$ cat config.mk
export PLATFORM = sky130hd
export DESIGN_NAME = ledFourDigitDriver
export DESIGN_NICKNAME = d
export VERILOG_FILES = /design/src/logic/dispPkg.sv /design/src/logic/numPkg.sv /design/src/logic/displayBuses.sv /design/src/logic/digitSplitter.sv /design/src/logic/frameBuffer.sv /design/src/logic/ledFourDigitDriver.sv /design/src/logic/scanDriver.sv
export SDC_FILE = /design/constraint.sdc
export NUM_CORES = 1
export LEC_CHECK = 0
export ABC_AREA = 1
export BUFFER_PORTS_ARGS = -buffer_cell sky130_fd_sc_hd__buf_2
export CELL_PAD_IN_SITES_DETAIL_PLACEMENT = 2
export CELL_PAD_IN_SITES_GLOBAL_PLACEMENT = 2
export CORE_MARGIN = 2
export CORE_UTILIZATION = 41
export CTS_CLUSTER_SIZE = 10
export DETAILED_ROUTE_END_ITERATION = 10
export PLACE_DENSITY = 0.95
export SYNTH_ARGS = -nofsm -noshare
export SYNTH_HDL_FRONTEND = slang
export SYNTH_HIERARCHICAL = 1
export SYNTH_SLANG_ARGS = --single-unit
$ cat constraint.sdc
create_clock -name CLKDV -period 5.2 [get_ports CLKDV]
set_input_delay 0.52 -clock CLKDV [delete_from_list [all_inputs] [get_ports CLKDV]]
set_output_delay 0.52 -clock CLKDV [all_outputs]
set_load 0.02 [all_outputs]
$ cat src/logic/dispPkg.sv
`default_nettype none

// Display geometry and segment encodings
package dispPkg;

	// Four common-anode digits
	localparam int numDigits = 4;
	localparam int digitIdxWidth = $clog2(numDigits);

	// Cycles each digit stays lit
	localparam int dwellCycles = 4;
	localparam int dwellWidth = $clog2(dwellCycles);

	// Segments g down to a, low lights the segment
	typedef logic [6:0] segT;

	// One bit per digit, low selects the digit
	typedef logic [numDigits-1:0] anodeT;

	// Per-digit flags, bit n belongs to digit n
	typedef logic [numDigits-1:0] maskT;

	// All segments dark
	localparam segT segBlank = 7'b1111111;

	// Middle bar only
	localparam segT segDash = 7'b0111111;  // g low, a to f high

	// Nothing selected
	localparam anodeT anodesOff = '1;

	// Blank and dash masks with every digit flagged
	localparam maskT maskAll = '1;
	localparam maskT maskNone = '0;

endpackage : dispPkg

`default_nettype wire

$ cat src/logic/numPkg.sv
`default_nettype none

// Number formats shared by the converter and the display path
package numPkg;

	// Input value
	localparam int valueWidth = 16;         // Bits in one strobed value
	typedef logic [valueWidth-1:0] valueT;

	// One hex or BCD digit
	typedef logic [3:0] digitT;

	// Four digits, digit 3 in the top nibble
	typedef digitT [3:0] digitsT;

	// How the value is shown
	typedef enum logic
	{
		modeDec = 1'b0,                     // BCD with leading zero blanking
		modeHex = 1'b1                      // Raw nibbles
	} modeT;

	// Largest value that fits four decimal digits
	localparam int decLimit = 9999;

	// One shift step per input bit, same in both modes
	localparam int convCycles = valueWidth;

	// Width of the step counter, holds 0 to convCycles
	localparam int convCntWidth = $clog2(convCycles + 1);

endpackage : numPkg

`default_nettype wire

$ cat src/logic/displayBuses.sv
`timescale 1ns/100ps
`default_nettype none

// Converter to frame buffer, one frame per load pulse
interface digitBus;
	import numPkg::*;
	import dispPkg::*;

	logic load;                             // Single-cycle, no back-pressure
	digitsT digits;                         // Valid with load
	maskT blankMask;                        // Digit dark
	maskT dashMask;                         // Digit shows a dash, wins over blank

	modport src (output load, output digits, output blankMask, output dashMask);
	modport dst (input load, input digits, input blankMask, input dashMask);

endinterface : digitBus

// Frame buffer to scanner
interface frameBus;
	import numPkg::*;
	import dispPkg::*;

	logic frameStart;                       // From the scanner, last cycle of digit 0
	digitsT digits;                         // Displayed frame
	maskT blankMask;
	maskT dashMask;

	// Buffer side
	modport src (input frameStart, output digits, output blankMask, output dashMask);

	// Scanner side
	modport dst (output frameStart, input digits, input blankMask, input dashMask);

endinterface : frameBus

`default_nettype wire

$ cat src/logic/digitSplitter.sv
`timescale 1ns/100ps
`default_nettype none

// Value to four digit codes by double-dabble, fixed latency in both modes
module digitSplitter (
	input logic CLKDV,
	input logic reset,
	input logic valueStrobe,
	input numPkg::valueT value,
	input numPkg::modeT mode,
	digitBus.src out
);
	import numPkg::*;
	import dispPkg::*;

	valueT shiftReg;                        // Binary bits still to shift in
	digitsT bcdReg;                         // Digit accumulator
	modeT modeReg;
	logic overReg;                          // Decimal value beyond four digits
	logic [convCntWidth-1:0] stepCnt;       // Shift steps left
	logic busy;
	digitsT stepIn;                         // Accumulator before the shift
	maskT blankNext;

	// Add three to every digit of five or more
	function automatic digitsT dabble(input digitsT d);
		digitsT r;
		r = d;
		for (int i = 0; i < numDigits; i++)
		begin
			if (r[i] >= 4'd5)
				r[i] = r[i] + 4'd3;
		end
		return r;
	endfunction

	// Hex mode skips the correction and so just moves the nibbles across
	assign stepIn = (modeReg == modeDec) ? dabble(bcdReg) : bcdReg;

	// Leading zeros above digit 0, decimal only
	always_comb
	begin
		blankNext = maskNone;
		if (modeReg == modeDec)
		begin
			blankNext[3] = (bcdReg[3] == 4'd0);
			blankNext[2] = blankNext[3] && (bcdReg[2] == 4'd0);
			blankNext[1] = blankNext[2] && (bcdReg[1] == 4'd0);
		end
	end

	// Control
	always_ff @(posedge CLKDV or posedge reset)
	begin
		if (reset)
		begin
			busy <= 1'b0;
			stepCnt <= '0;
			out.load <= 1'b0;
		end
		else
		begin
			out.load <= 1'b0;
			if (valueStrobe)
			begin
				busy <= 1'b1;               // A new value restarts any conversion
				stepCnt <= convCntWidth'(convCycles);
			end
			else if (busy)
			begin
				if (stepCnt != '0)
					stepCnt <= stepCnt - 1'b1;
				else
				begin
					busy <= 1'b0;
					out.load <= 1'b1;       // 17 edges after the strobe
				end
			end
		end
	end

	// Datapath
	always_ff @(posedge CLKDV)
	begin
		if (valueStrobe)
		begin
			shiftReg <= value;
			bcdReg <= '0;
			modeReg <= mode;
			overReg <= (mode == modeDec) && (value > valueT'(decLimit));
		end
		else if (busy && stepCnt != '0)
			{bcdReg, shiftReg} <= {stepIn, shiftReg} << 1;

		// Result goes out with the load pulse
		if (busy && stepCnt == '0)
		begin
			out.digits <= bcdReg;
			out.blankMask <= overReg ? maskNone : blankNext;
			out.dashMask <= overReg ? maskAll : maskNone;
		end
	end

endmodule : digitSplitter

`default_nettype wire

$ cat src/logic/frameBuffer.sv
`timescale 1ns/100ps
`default_nettype none

// Pending and displayed frames, swapped only between scans
module frameBuffer (
	input logic CLKDV,
	input logic reset,
	digitBus.dst in,
	frameBus.src out
);
	import numPkg::*;
	import dispPkg::*;

	typedef struct packed
	{
		digitsT digits;
		maskT blankMask;
		maskT dashMask;
	} frameT;

	frameT inFrame;                         // Frame on the converter bus
	frameT pendFrame;                       // Latest load, not yet shown
	frameT showFrame;                       // Being scanned

	assign inFrame = {in.digits, in.blankMask, in.dashMask};

	// Pending copy, newest load wins
	always_ff @(posedge CLKDV or posedge reset)
	begin
		if (reset)
			pendFrame <= {digitsT'(0), maskAll, maskNone};   // All digits dark
		else if (in.load)
			pendFrame <= inFrame;
	end

	// Displayed copy moves only at the end of digit 0
	always_ff @(posedge CLKDV or posedge reset)
	begin
		if (reset)
			showFrame <= {digitsT'(0), maskAll, maskNone};
		else if (out.frameStart)
		begin
			if (in.load)
				showFrame <= inFrame;       // Load in the same cycle goes straight through
			else
				showFrame <= pendFrame;
		end
	end

	assign out.digits = showFrame.digits;
	assign out.blankMask = showFrame.blankMask;
	assign out.dashMask = showFrame.dashMask;

endmodule : frameBuffer

`default_nettype wire

$ cat src/logic/ledFourDigitDriver.sv
`timescale 1ns/100ps
`default_nettype none

// Four-digit seven-segment driver top
module ledFourDigitDriver (
	input logic CLKDV,                      // Already divided display clock
	input logic reset,
	input logic valueStrobe,                // One cycle per new value
	input numPkg::valueT value,
	input numPkg::modeT mode,               // Decimal or hex
	output dispPkg::anodeT anodes,          // Active low
	output dispPkg::segT segments           // Active low, g down to a
);

	digitBus digBus ();                     // Converter to buffer
	frameBus frmBus ();                     // Buffer to scanner

	// Binary or hex to digits
	digitSplitter splitter0 (
		.CLKDV       (CLKDV),
		.reset       (reset),
		.valueStrobe (valueStrobe),
		.value       (value),
		.mode        (mode),
		.out         (digBus.src)
	);

	// Tear-free frame swap
	frameBuffer buffer0 (
		.CLKDV (CLKDV),
		.reset (reset),
		.in    (digBus.dst),
		.out   (frmBus.src)
	);

	// Digit scan and segment decode
	scanDriver scan0 (
		.CLKDV    (CLKDV),
		.reset    (reset),
		.frame    (frmBus.dst),
		.anodes   (anodes),
		.segments (segments)
	);

endmodule : ledFourDigitDriver

`default_nettype wire

$ cat src/logic/scanDriver.sv
`timescale 1ns/100ps
`default_nettype none

// Multiplexed scan of four common-anode digits, digit 3 first
module scanDriver (
	input logic CLKDV,
	input logic reset,
	frameBus.dst frame,
	output dispPkg::anodeT anodes,
	output dispPkg::segT segments
);
	import numPkg::*;
	import dispPkg::*;

	logic [dwellWidth-1:0] dwellCnt;        // Cycles spent on this digit
	logic [digitIdxWidth-1:0] digitSel;     // Digit being lit
	logic dwellEnd;
	digitT curDigit;
	segT fontSeg;
	segT segNext;
	anodeT anodeNext;

	assign dwellEnd = (dwellCnt == dwellWidth'(dwellCycles - 1));

	// Last cycle of digit 0 closes the frame
	assign frame.frameStart = dwellEnd && (digitSel == '0);

	// Dwell and digit counters
	always_ff @(posedge CLKDV or posedge reset)
	begin
		if (reset)
		begin
			dwellCnt <= '0;
			digitSel <= digitIdxWidth'(numDigits - 1);   // Start at digit 3
		end
		else if (dwellEnd)
		begin
			dwellCnt <= '0;
			digitSel <= digitSel - 1'b1;    // 0 wraps back to 3
		end
		else
			dwellCnt <= dwellCnt + 1'b1;
	end

	assign curDigit = frame.digits[digitSel];

	// Hex font, active low, g down to a
	always_comb
	begin
		case (curDigit)
			4'h0: fontSeg = 7'b1000000;
			4'h1: fontSeg = 7'b1111001;
			4'h2: fontSeg = 7'b0100100;
			4'h3: fontSeg = 7'b0110000;
			4'h4: fontSeg = 7'b0011001;
			4'h5: fontSeg = 7'b0010010;
			4'h6: fontSeg = 7'b0000010;
			4'h7: fontSeg = 7'b1111000;
			4'h8: fontSeg = 7'b0000000;
			4'h9: fontSeg = 7'b0010000;
			4'hA: fontSeg = 7'b0001000;
			4'hB: fontSeg = 7'b0000011;  // Lower case b
			4'hC: fontSeg = 7'b1000110;
			4'hD: fontSeg = 7'b0100001;  // Lower case d
			4'hE: fontSeg = 7'b0000110;
			default: fontSeg = 7'b0001110;   // F
		endcase
	end

	// Dash over blank over font
	always_comb
	begin
		if (frame.dashMask[digitSel])
			segNext = segDash;
		else if (frame.blankMask[digitSel])
			segNext = segBlank;
		else
			segNext = fontSeg;
	end

	// One-cold select
	assign anodeNext = ~(anodeT'(1) << digitSel);

	// Outputs lag the counter by one cycle
	always_ff @(posedge CLKDV or posedge reset)
	begin
		if (reset)
		begin
			anodes <= anodesOff;            // Dark until first update
			segments <= segBlank;
		end
		else
		begin
			anodes <= anodeNext;
			segments <= segNext;
		end
	end

endmodule : scanDriver

`default_nettype wire

After elaboration in Yosys (flattened, before gate mapping)
Memory sizes are Yosys's and may differ from the RTL's.
Index checks and enable logic that the tools add are counted.

word-level totals
  bits in read-only memories = 112
  input bits = 20
  memories = 1
  output and inout bits = 11
  flip-flop bits (word level) = 128
  logic and storage cells = 95

cells by class
  add/subtract/negate cells = 7
  bitwise operators = 2
  shift operators = 1
  reduce and logical (&&, ||, !) cells = 17
  eq/ne operators = 1
  magnitude comparators = 6
  muxes and demuxes = 27

memory list
  memory            depth  bits a word  read ports  clocked after Yosys merged registers in  write ports  line              source
  (name not given)  16     7            1           0                                        0            scanDriver.sv:50  case (curDigit)

operator list
  kind                                                   number
  two-way mux 16 bit                                     2
  two-way mux 24 bit                                     1
  two-way mux 4 bit                                      5
  >= comparator 4 x 3 -> 1 bit (second input constant)   4
  > comparator 16 x 14 -> 1 bit (second input constant)  1
  two-way mux 15 bit                                     1
  two-way mux 5 bit                                      3
  two-way mux 7 bit                                      2
  adder 4 x 2 -> 4 bit (second input constant)           3
  zero test 4 bit                                        3
  binary-select mux 4 bit (select 2 bit)                 1
  two-way mux 1 bit                                      8
  logical AND 1 bit                                      6
  nonzero test 2 bit                                     3
  zero test 5 bit                                        1
  nonzero test 5 bit                                     1
  subtractor 5 x 1 -> 5 bit (second input constant)      1
  binary-select mux 1 bit (select 2 bit)                 2
  inverter 4 bit                                         1
  << shifter 1 x 2 -> 4 bit (first input constant)       1
  adder 3 x 2 -> 3 bit (second input constant)           1
  < comparator 2 x 3 -> 1 bit (second input constant)    1
  two-way mux 3 bit                                      1
  adder 2 x 1 -> 2 bit (second input constant)           1
  other kinds (7)                                        7

Depth between registers and ports, before layout
Gate-level depths: netlist of run 1.
An unclocked memory read counts as a cell.

  depth after elaboration = 5
  mapped depth = 11

Cells and area by module
The synthesis of run 1 kept the hierarchy.

by module, submodules not included
  module         cells each  seq. area each (um^2)  times used  area an instance (um^2)
  digitSplitter  323         1,636.6                1           2,899.0
  frameBuffer    253         1,211.2                1           2,118.3
  scanDriver     130         391.6                  1           1,041.0

Worst setup path after synthesis of run 1
OpenSTA, ideal clock, no wires.

  path type = register to register
  from = register splitter0.stepCnt[0]
  to = register splitter0.out.blankMask[1] (enable)
  setup time = 397 ps
  data required time = 4,803 ps
  stages on the path, launching flop included = 6
  data arrival time = 1,852 ps
  path buffers = 1
  path slack = 2,951 ps
  clock period less this slack = 2,249 ps
  cells stage by stage = dfrtp_1 inv_1 ha_1 nand3_4 buf_4 nor2_1

on the way
  cells in the longest elaborated chain, start to end = 2

RTL lines
  element                 line                 source
  start, declared         digitSplitter.sv:20  logic [convCntWidth-1:0] stepCnt;
  start signal, assigned  digitSplitter.sv:67  stepCnt <= convCntWidth'(convCycles);
  start signal, assigned  digitSplitter.sv:72  stepCnt <= stepCnt - 1'b1;
  zero test 5 bit         digitSplitter.sv:96  if (busy && stepCnt == '0)
  logical AND 1 bit       digitSplitter.sv:96
  end signal, assigned    digitSplitter.sv:99  out.blankMask <= overReg ? maskNone : blankNext;
  end, declared           displayBuses.sv:14   modport src (output load, output digits, output blankMask, output dashMask);

Every way passes these cells.
A chain may end at the register's enable or synchronous reset.

Worst setup path in the final report of run 1
  from = register scan0.digitSel[0]
  to = register buffer0.showFrame (netlist bit buffer0/out.digits[9])

on the way
  cells in the longest elaborated chain, start to end = 2

RTL lines
  element                 line                source
  start, declared         scanDriver.sv:16    logic [digitIdxWidth-1:0] digitSel;
  start signal, assigned  scanDriver.sv:34    digitSel <= digitIdxWidth'(numDigits - 1);
  start signal, assigned  scanDriver.sv:39    digitSel <= digitSel - 1'b1;
  zero test 2 bit         scanDriver.sv:26    assign frame.frameStart = dwellEnd && (digitSel == '0);
  logical AND 1 bit       scanDriver.sv:26
  net frmBus.frameStart   displayBuses.sv:24  logic frameStart;
  end signal, assigned    frameBuffer.sv:40   showFrame <= {digitsT'(0), maskAll, maskNone};
  end signal, assigned    frameBuffer.sv:44   showFrame <= inFrame;
  end signal, assigned    frameBuffer.sv:46   showFrame <= pendFrame;
  end, declared           frameBuffer.sv:23   frameT showFrame;

The timed path passes the listed nets, and every way through them passes these cells.

==> results of run 1 <==
==> cells by family after synthesis <==
logic type               after synthesis  synth area share (%)
adder cells (fa/ha/maj)               22                  4.54
flip-flops                           124                  53.5
AO/OA/AOI/OAI                         29                  2.79
other                                  1                0.0619
buffers and inverters                129                  9.98
AND/OR/NAND/NOR                      400                  29.0
XOR/XNOR                               1                 0.145
==> cell type report <==
cell class / instances / area, um^2 / area share (%)
flip-flops and latches: 124 / 3240 / 47.7
multi-input cells: 453 / 2210 / 32.6
clock buffers: 26 / 520 / 7.67
inverters: 102 / 385 / 5.68
well taps: 184 / 230 / 3.39
repair buffers: 32 / 165 / 2.43
clock inverters: 6 / 32.5 / 0.479
==> synth_stat cells (2+ instances only) <==
library cell  count  area share [%]
a21oi_1          11            0.91
and2_1           24             2.5
buf_2             7            0.58
buf_4             9             1.1
buf_6            10             1.9
dfrtp_1          49              20
dfstp_2          21             9.1
dfxtp_1          16             5.3
edfxtp_1         38              19
ha_1             22             4.5
inv_1            95             5.9
inv_2             6            0.37
nand2_1         257              16
nand2_2           3            0.31
nand2_4           4            0.74
nand3_1          73             6.0
nand3_4           2            0.58
nand4_1           4            0.41
nor2_1           26             1.6
nor2_4            2            0.37
nor3_1            2            0.17
o211ai_1          2            0.25
o21ai_0          11            0.91
o21ai_1           3            0.25
==> per-layer routing <==
layer	vias to the layer above	share of wire, %	GRT usage, %
met5	-	0	0
met3	44	2.3	5.22
met1	2415	39	27.6
li1	2224	-	-
met2	84	56	48.1
met4	0	3.0	11.0
==> registers in the layout, indices dropped and copies added, names as in the netlist <==
name                     count
splitter0/out.load           1
scan0/segments               7
scan0/dwellCnt               2
buffer0/out.dashMask         4
buffer0/out.blankMask        4
splitter0/modeReg            1
splitter0/out.blankMask      3
splitter0/bcdReg            16
splitter0/busy               1
splitter0/out.dashMask       1
buffer0/out.digits          16
splitter0/out.digits        16
splitter0/stepCnt            5
splitter0/overReg            1
scan0/digitSel               2
splitter0/shiftReg          16
scan0/anodes                 4
buffer0/pendFrame           24
==> worst max-delay path, stage by stage, from the launching register on <==
cell and delay, ns:
dfstp_2 0.46, inv_2 0.23, ha_1 0.22, nand2_1 0.06, inv_1 0.69, inv_2 0.41, nand2_1 0.17, nand2_1 0.09
==> metrics by stage <==
step | instances | total power, W | worst slack (ns) | area (um^2) | util (%)
finish | 927 | 0.00373 | 2.72 | 6790 | 46.9
global route | 927 | 0.00395 | 2.52 | 6790 | 46.9
CTS | 927 | 0.00377 | 2.64 | 6790 | 46.9
detailed placement | 895 | 0.00257 | 2.73 | 6230 | 43.1
global placement | 895 | 0.00241 | 2.99 | 6230 | 43.1
floorplan | 706 | 0.00224 | 2.95 | 6060 | -
==> power by group through the flow <==
stage | clock [W] | combinational [W] | sequential [W]
2_1_floorplan | 0 | 0.000720 | 0.00152
3_3_place_gp | 0 | 0.000862 | 0.00155
3_5_place_dp | 0 | 0.000990 | 0.00158
4_1_cts | 0.00114 | 0.00105 | 0.00158
5_1_grt | 0.00117 | 0.00117 | 0.00161
6_report | 0.00112 | 0.00104 | 0.00157
==> path summary, 6_finish.rpt <==
path                                                              to  slack [ns]
worst max-delay path               buffer0/out.digits[9]$_DFFE_PP0P_        2.72
worst min-delay path                splitter0/stepCnt[2]$_DFFE_PP0P_        0.06
worst max register to register     buffer0/out.digits[9]$_DFFE_PP0P_        2.72
worst min register to register  buffer0/out.blankMask[2]$_DFFE_PP1P_        0.48
max in group asynchronous          buffer0/out.digits[9]$_DFFE_PP0P_        4.50
min in group CLKDV                       splitter0/modeReg$_DFFE_PP_        0.28
==> results.cfg, run 1 <==
[cts]
root_buffer = clkbuf_16
clk_pin_slew_ns = 0.06
cts_buffers = 17
cts_max_level = 4
clkLatencyLatePin_ns = 0.43
cts_tree = yes
cts_sinks = 124
postCtsSetupBuffers = 0
cts_buffer_depth = 2
hold_buffers = 0
cts.repair.resized = 0

[setup_path]
path_max_fanout = 25
path_class = register to register
timing.rr.start = scan0/digitSel[0]$_DFFE_PP1P_
worst-r2r-cell-count = 7
end_kind = register
crit_path_start_kind = register
worstSetupStartpoint = scan0/digitSel[0]$_DFFE_PP1P_
critPathArrivalTime_ns = 2.78
cp.required_ns = 5.49

[synth]
synth.distinct_cells = 33
seq_area_frac_synth_pct = 53.5
synth-async-reset-ratio_pct = 56.5
synth_area_um2 = 6060
yosys_most_used_dff = dfrtp_1
synth-edff-count = 38
synth_nets = 748
synth_cells = 706
ys_ff_latch = 124
yosys_warnings = 6
syn_avg_cell_area_um2 = 8.58

[timing]
skew_ns = 0.00897
hold_viol_final = 0
whs_ns = 0.0572
fin_crit_sh_pct = 47.7
fmax_mhz = 403
timing.setup.tns_ns = 0
relSlewSlack_pct = 31.3
tightest_slew_ns = 1.03
drv_slew = 0
period_needed_ns = 2.48
finalSetupViolCount = 0
rsz0062_at_grt = false

[pwr]
p_seq_share_pct = 42.2
powerDensity_nw_per_um2 = 549
internal_power_w = 0.00240
pwr-share-comb_pct = 27.8
p_leak_nw = 3.36
swShare_pct = 35.6
pwr-share-clk_pct = 30.0
vdd_drop_max_mv = 0.295
switchingPower_w = 0.00133

[place]
hpwlAfterDp_um = 12200
gp_congestion = 0.815
numPortBuffers = 30

[global_routing]
gr-usage-all-layers_pct = 25.6
grt_pass1_wl_um = 30800
grt-ovfl-total = 0
grt_pass1_vias = 5635
grt_antenna_before_repair = 0
grt_max_degree = 49

[routing]
wirelength_um = 18900
wl_per_cell_um = 20.4
ant_nets = 0
drc = 0
vias = 4767
viasPerCell = 5.14
drt_iter0_markers = 256
dr.pass1.iters = 4

[floorplanning]
die_h_um = 126
io_pins = 31
core_um2 = 14500
die_area_um2 = 15800
fp-row-count = 44
die_w_um = 126
initial_utilization_pct = 41.8

[flow_run]
max-cap-violations = 0

[finish]
final_common_cell = nand2_1
diodes = 0
nFillCells = 1595
layout_common_cells = 257 x nand2_1, 94 x inv_1, 73 x nand3_1, 49 x dfrtp_1, 38 x edfxtp_1
fin_nets = 772
area_growth_pct = 12.0
drive_above_1_share_pct = 13.9

[status]
outcome = finished, final reports clean

[hold_path]
hp-class = input port to asynchronous set/reset pin
No activity file was read; power rests on OpenSTA's default activity.
==> run 2: changes to the inputs <==
Settings changed: ABC_AREA 1 to 0, CORE_UTILIZATION 41 to 42, PLACE_DENSITY 0.95 to 0.87.
Clock period 5.2 ns to 2.35 ns, I/O delays scaled along.
==> run 2 against run 1 <==
Net effect: sequential share of layout area up 1.4 points; maximum frequency increased by 16%; register-to-register slack worse by 2.5 ns; worst hold slack improved by 0.057 ns; clock power up 100%; combinational power increased to 2.6 times the previous value; largest cell class unchanged; largest power group unchanged.
==> results.cfg, run 2 <==
[routing]
wl_per_cell_um = 20.1
drt_iter0_markers = 136
dr.pass1.iters = 4
ant_nets = 0
wirelength_um = 12800
drc = 0
viasPerCell = 5.23
vias = 3334

[place]
dpl_cell_area_um2 = 6050
gp_congestion = 0.852
numPortBuffers = 30
hpwlAfterDp_um = 9180

[global_routing]
grt_max_degree = 37
gr-usage-all-layers_pct = 19.2
grt_pass1_wl_um = 21000
grt_antenna_before_repair = 0
grt-ovfl-total = 0
grt_pass1_vias = 3825

[timing]
skew_ns = 0.00846
timing.setup.tns_ns = 0
finalSetupViolCount = 0
rsz0062_at_grt = false
drv_slew = 0
relSlewSlack_pct = 60.7
fin_crit_sh_pct = 91.4
tightest_slew_ns = 0.590
hold_viol_final = 0
whs_ns = 0.114
fmax_mhz = 465
period_needed_ns = 2.15

[pwr]
powerDensity_nw_per_um2 = 1310
vdd_drop_max_mv = 0.554
finalPower_w = 0.00864
p_leak_nw = 2.66

[floorplanning]
fp-row-count = 42
die_area_um2 = 14700
initial_utilization_pct = 43.3
die_h_um = 121
io_pins = 31
core_um2 = 13300
die_w_um = 121

[synth]
synth-async-reset-ratio_pct = 56.5
seq_area_frac_synth_pct = 56.0
synth.distinct_cells = 52
ys_ff_latch = 124
netlist.area_leader.share_pct = 21.2
yosysTopAreaCell = dfrtp_1
yosysMostFrequentCell = dfrtp_1
synth-edff-count = 38
yosys_most_used_dff = dfrtp_1
synth_cells = 409
synth_common_cells = 49 x dfrtp_1, 42 x mux2_4, 38 x edfxtp_1
yosys_warnings = 6
synth_area_um2 = 5790
synth_nets = 451
syn_avg_cell_area_um2 = 14.1
ys_top_cells_by_area = dfrtp_1 21%, edfxtp_1 20%, mux2_4 11%

[cts]
cts_buffer_depth = 2
clkLatencyLatePin_ns = 0.42
cts_tree = yes
cts.repair.resized = 0
cts_buffers = 17
root_buffer = clkbuf_16
cts_max_level = 4
cts_sinks = 124
clk_pin_slew_ns = 0.05

[setup_path]
end_kind = register
path_max_fanout = 10
crit_slowest_cell = dfstp_2
critPathArrivalTime_ns = 2.47
crit_chain = mux4_2, clkinv_1, ha_1, mux2i_1, o221ai_1
crit_path_start_kind = register
critPathMaxStageDelay_ns = 0.68
path_class = register to register
cp.required_ns = 2.67
path_buf_inv = 1
critPathTopFamily = multiplexers

[hold_path]
hp-class = input port to register

[finish]
layout_common_cells = 49 x dfrtp_1, 42 x mux2_4, 38 x edfxtp_1, 30 x buf_2, 25 x mux2_2
diodes = 0
design_area_um2 = 6590
fin_util_pct = 49.4
area_growth_pct = 13.9
regMostFlops = buffer0/pendFrame
largest_reg_flops = 24
fin_nets = 490
drive_above_1_share_pct = 37.5
final_common_cell = dfrtp_1

[flow_run]
max-cap-violations = 0

[status]
outcome = finished, final reports clean
## run 2: logic make-up after synthesis
group                    after synthesis  synth area share [%]
buffers and inverters                 47                  4.61
AO/OA/AOI/OAI                         47                  6.32
multiplexers                          84                  20.2
flip-flops                           124                  56.0
other                                  1                0.0648
AND/OR/NAND/NOR                       74                  6.53
adder cells (fa/ha/maj)               22                  4.76
XOR/XNOR                              10                  1.51
## run 2: what timing repair did
item,4_1_cts,5_1_grt
hold buffers,2,0
hold endpoints to repair,22,0
setup buffers,0,0
## run 2: per-stage QoR
step	std cells	setup slack, ns
after floorplan	409	0.355
after global placement	603	0.320
after detailed placement	603	0.247
after CTS	637	0.191
after global routing	637	0.0541
final	637	0.201
## run 2: worst paths after layout
| check | from | endpoint | slack (ns) | cells past startpoint |
|---|---|---|---|---|
| min in group asynchronous | reset | splitter0/out.load$_DFF_PP0_ | 0.36 | 3 |
| max in group asynchronous | reset | buffer0/pendFrame[7]$_DFF_PP1_ | 1.18 | 4 |
| setup / recovery | scan0/digitSel[0]$_DFFE_PP1P_ | scan0/segments[5]$_DFF_PP1_ | 0.20 | 5 |
| hold reg to reg | scan0/dwellCnt[0]$_DFF_PP0_ | scan0/dwellCnt[0]$_DFF_PP0_ | 0.43 | 1 |
| hold / removal | value[0] | splitter0/shiftReg[0]$_SDFFCE_PN0P_ | 0.11 | 2 |
| setup reg to reg | scan0/digitSel[0]$_DFFE_PP1P_ | scan0/segments[5]$_DFF_PP1_ | 0.20 | 5 |
## run 2: per-layer routing
metal / vias up / routed length, um / global-route usage (%)
met3: 21 / 369 / 5.69
met4: 0 / 201 / 6.39
met2: 54 / 6930 / 34.1
met1: 1719 / 5330 / 22.2
li1: 1540 / - / -
met5: - / 0 / 0
## run 2: report_power, final
group          internal, W  switching, W
Combinational      0.00132       0.00137
Clock              0.00139      0.000899
Sequential         0.00315      0.000519
## run 2: final cells by class
class                           count  area, um^2
Fill cell                        1288        6760
Sequential cell                   124        3240
Multi-Input combinational cell    238        2280
Clock buffer                       24         472
Timing Repair Buffer               41         238
Tap cell                          176         220
Inverter                           26        97.6
Clock inverter                      8        45.0
## run 2: worst register-to-register path: cells and delay by family (launching register included)
kind / cells / cell delay, ns
flip-flops: 1 / 0.68
AO/OA/AOI/OAI: 1 / 0.23
buffers and inverters: 1 / 0.13
adder cells (fa/ha/maj): 1 / 0.28
multiplexers: 2 / 0.74
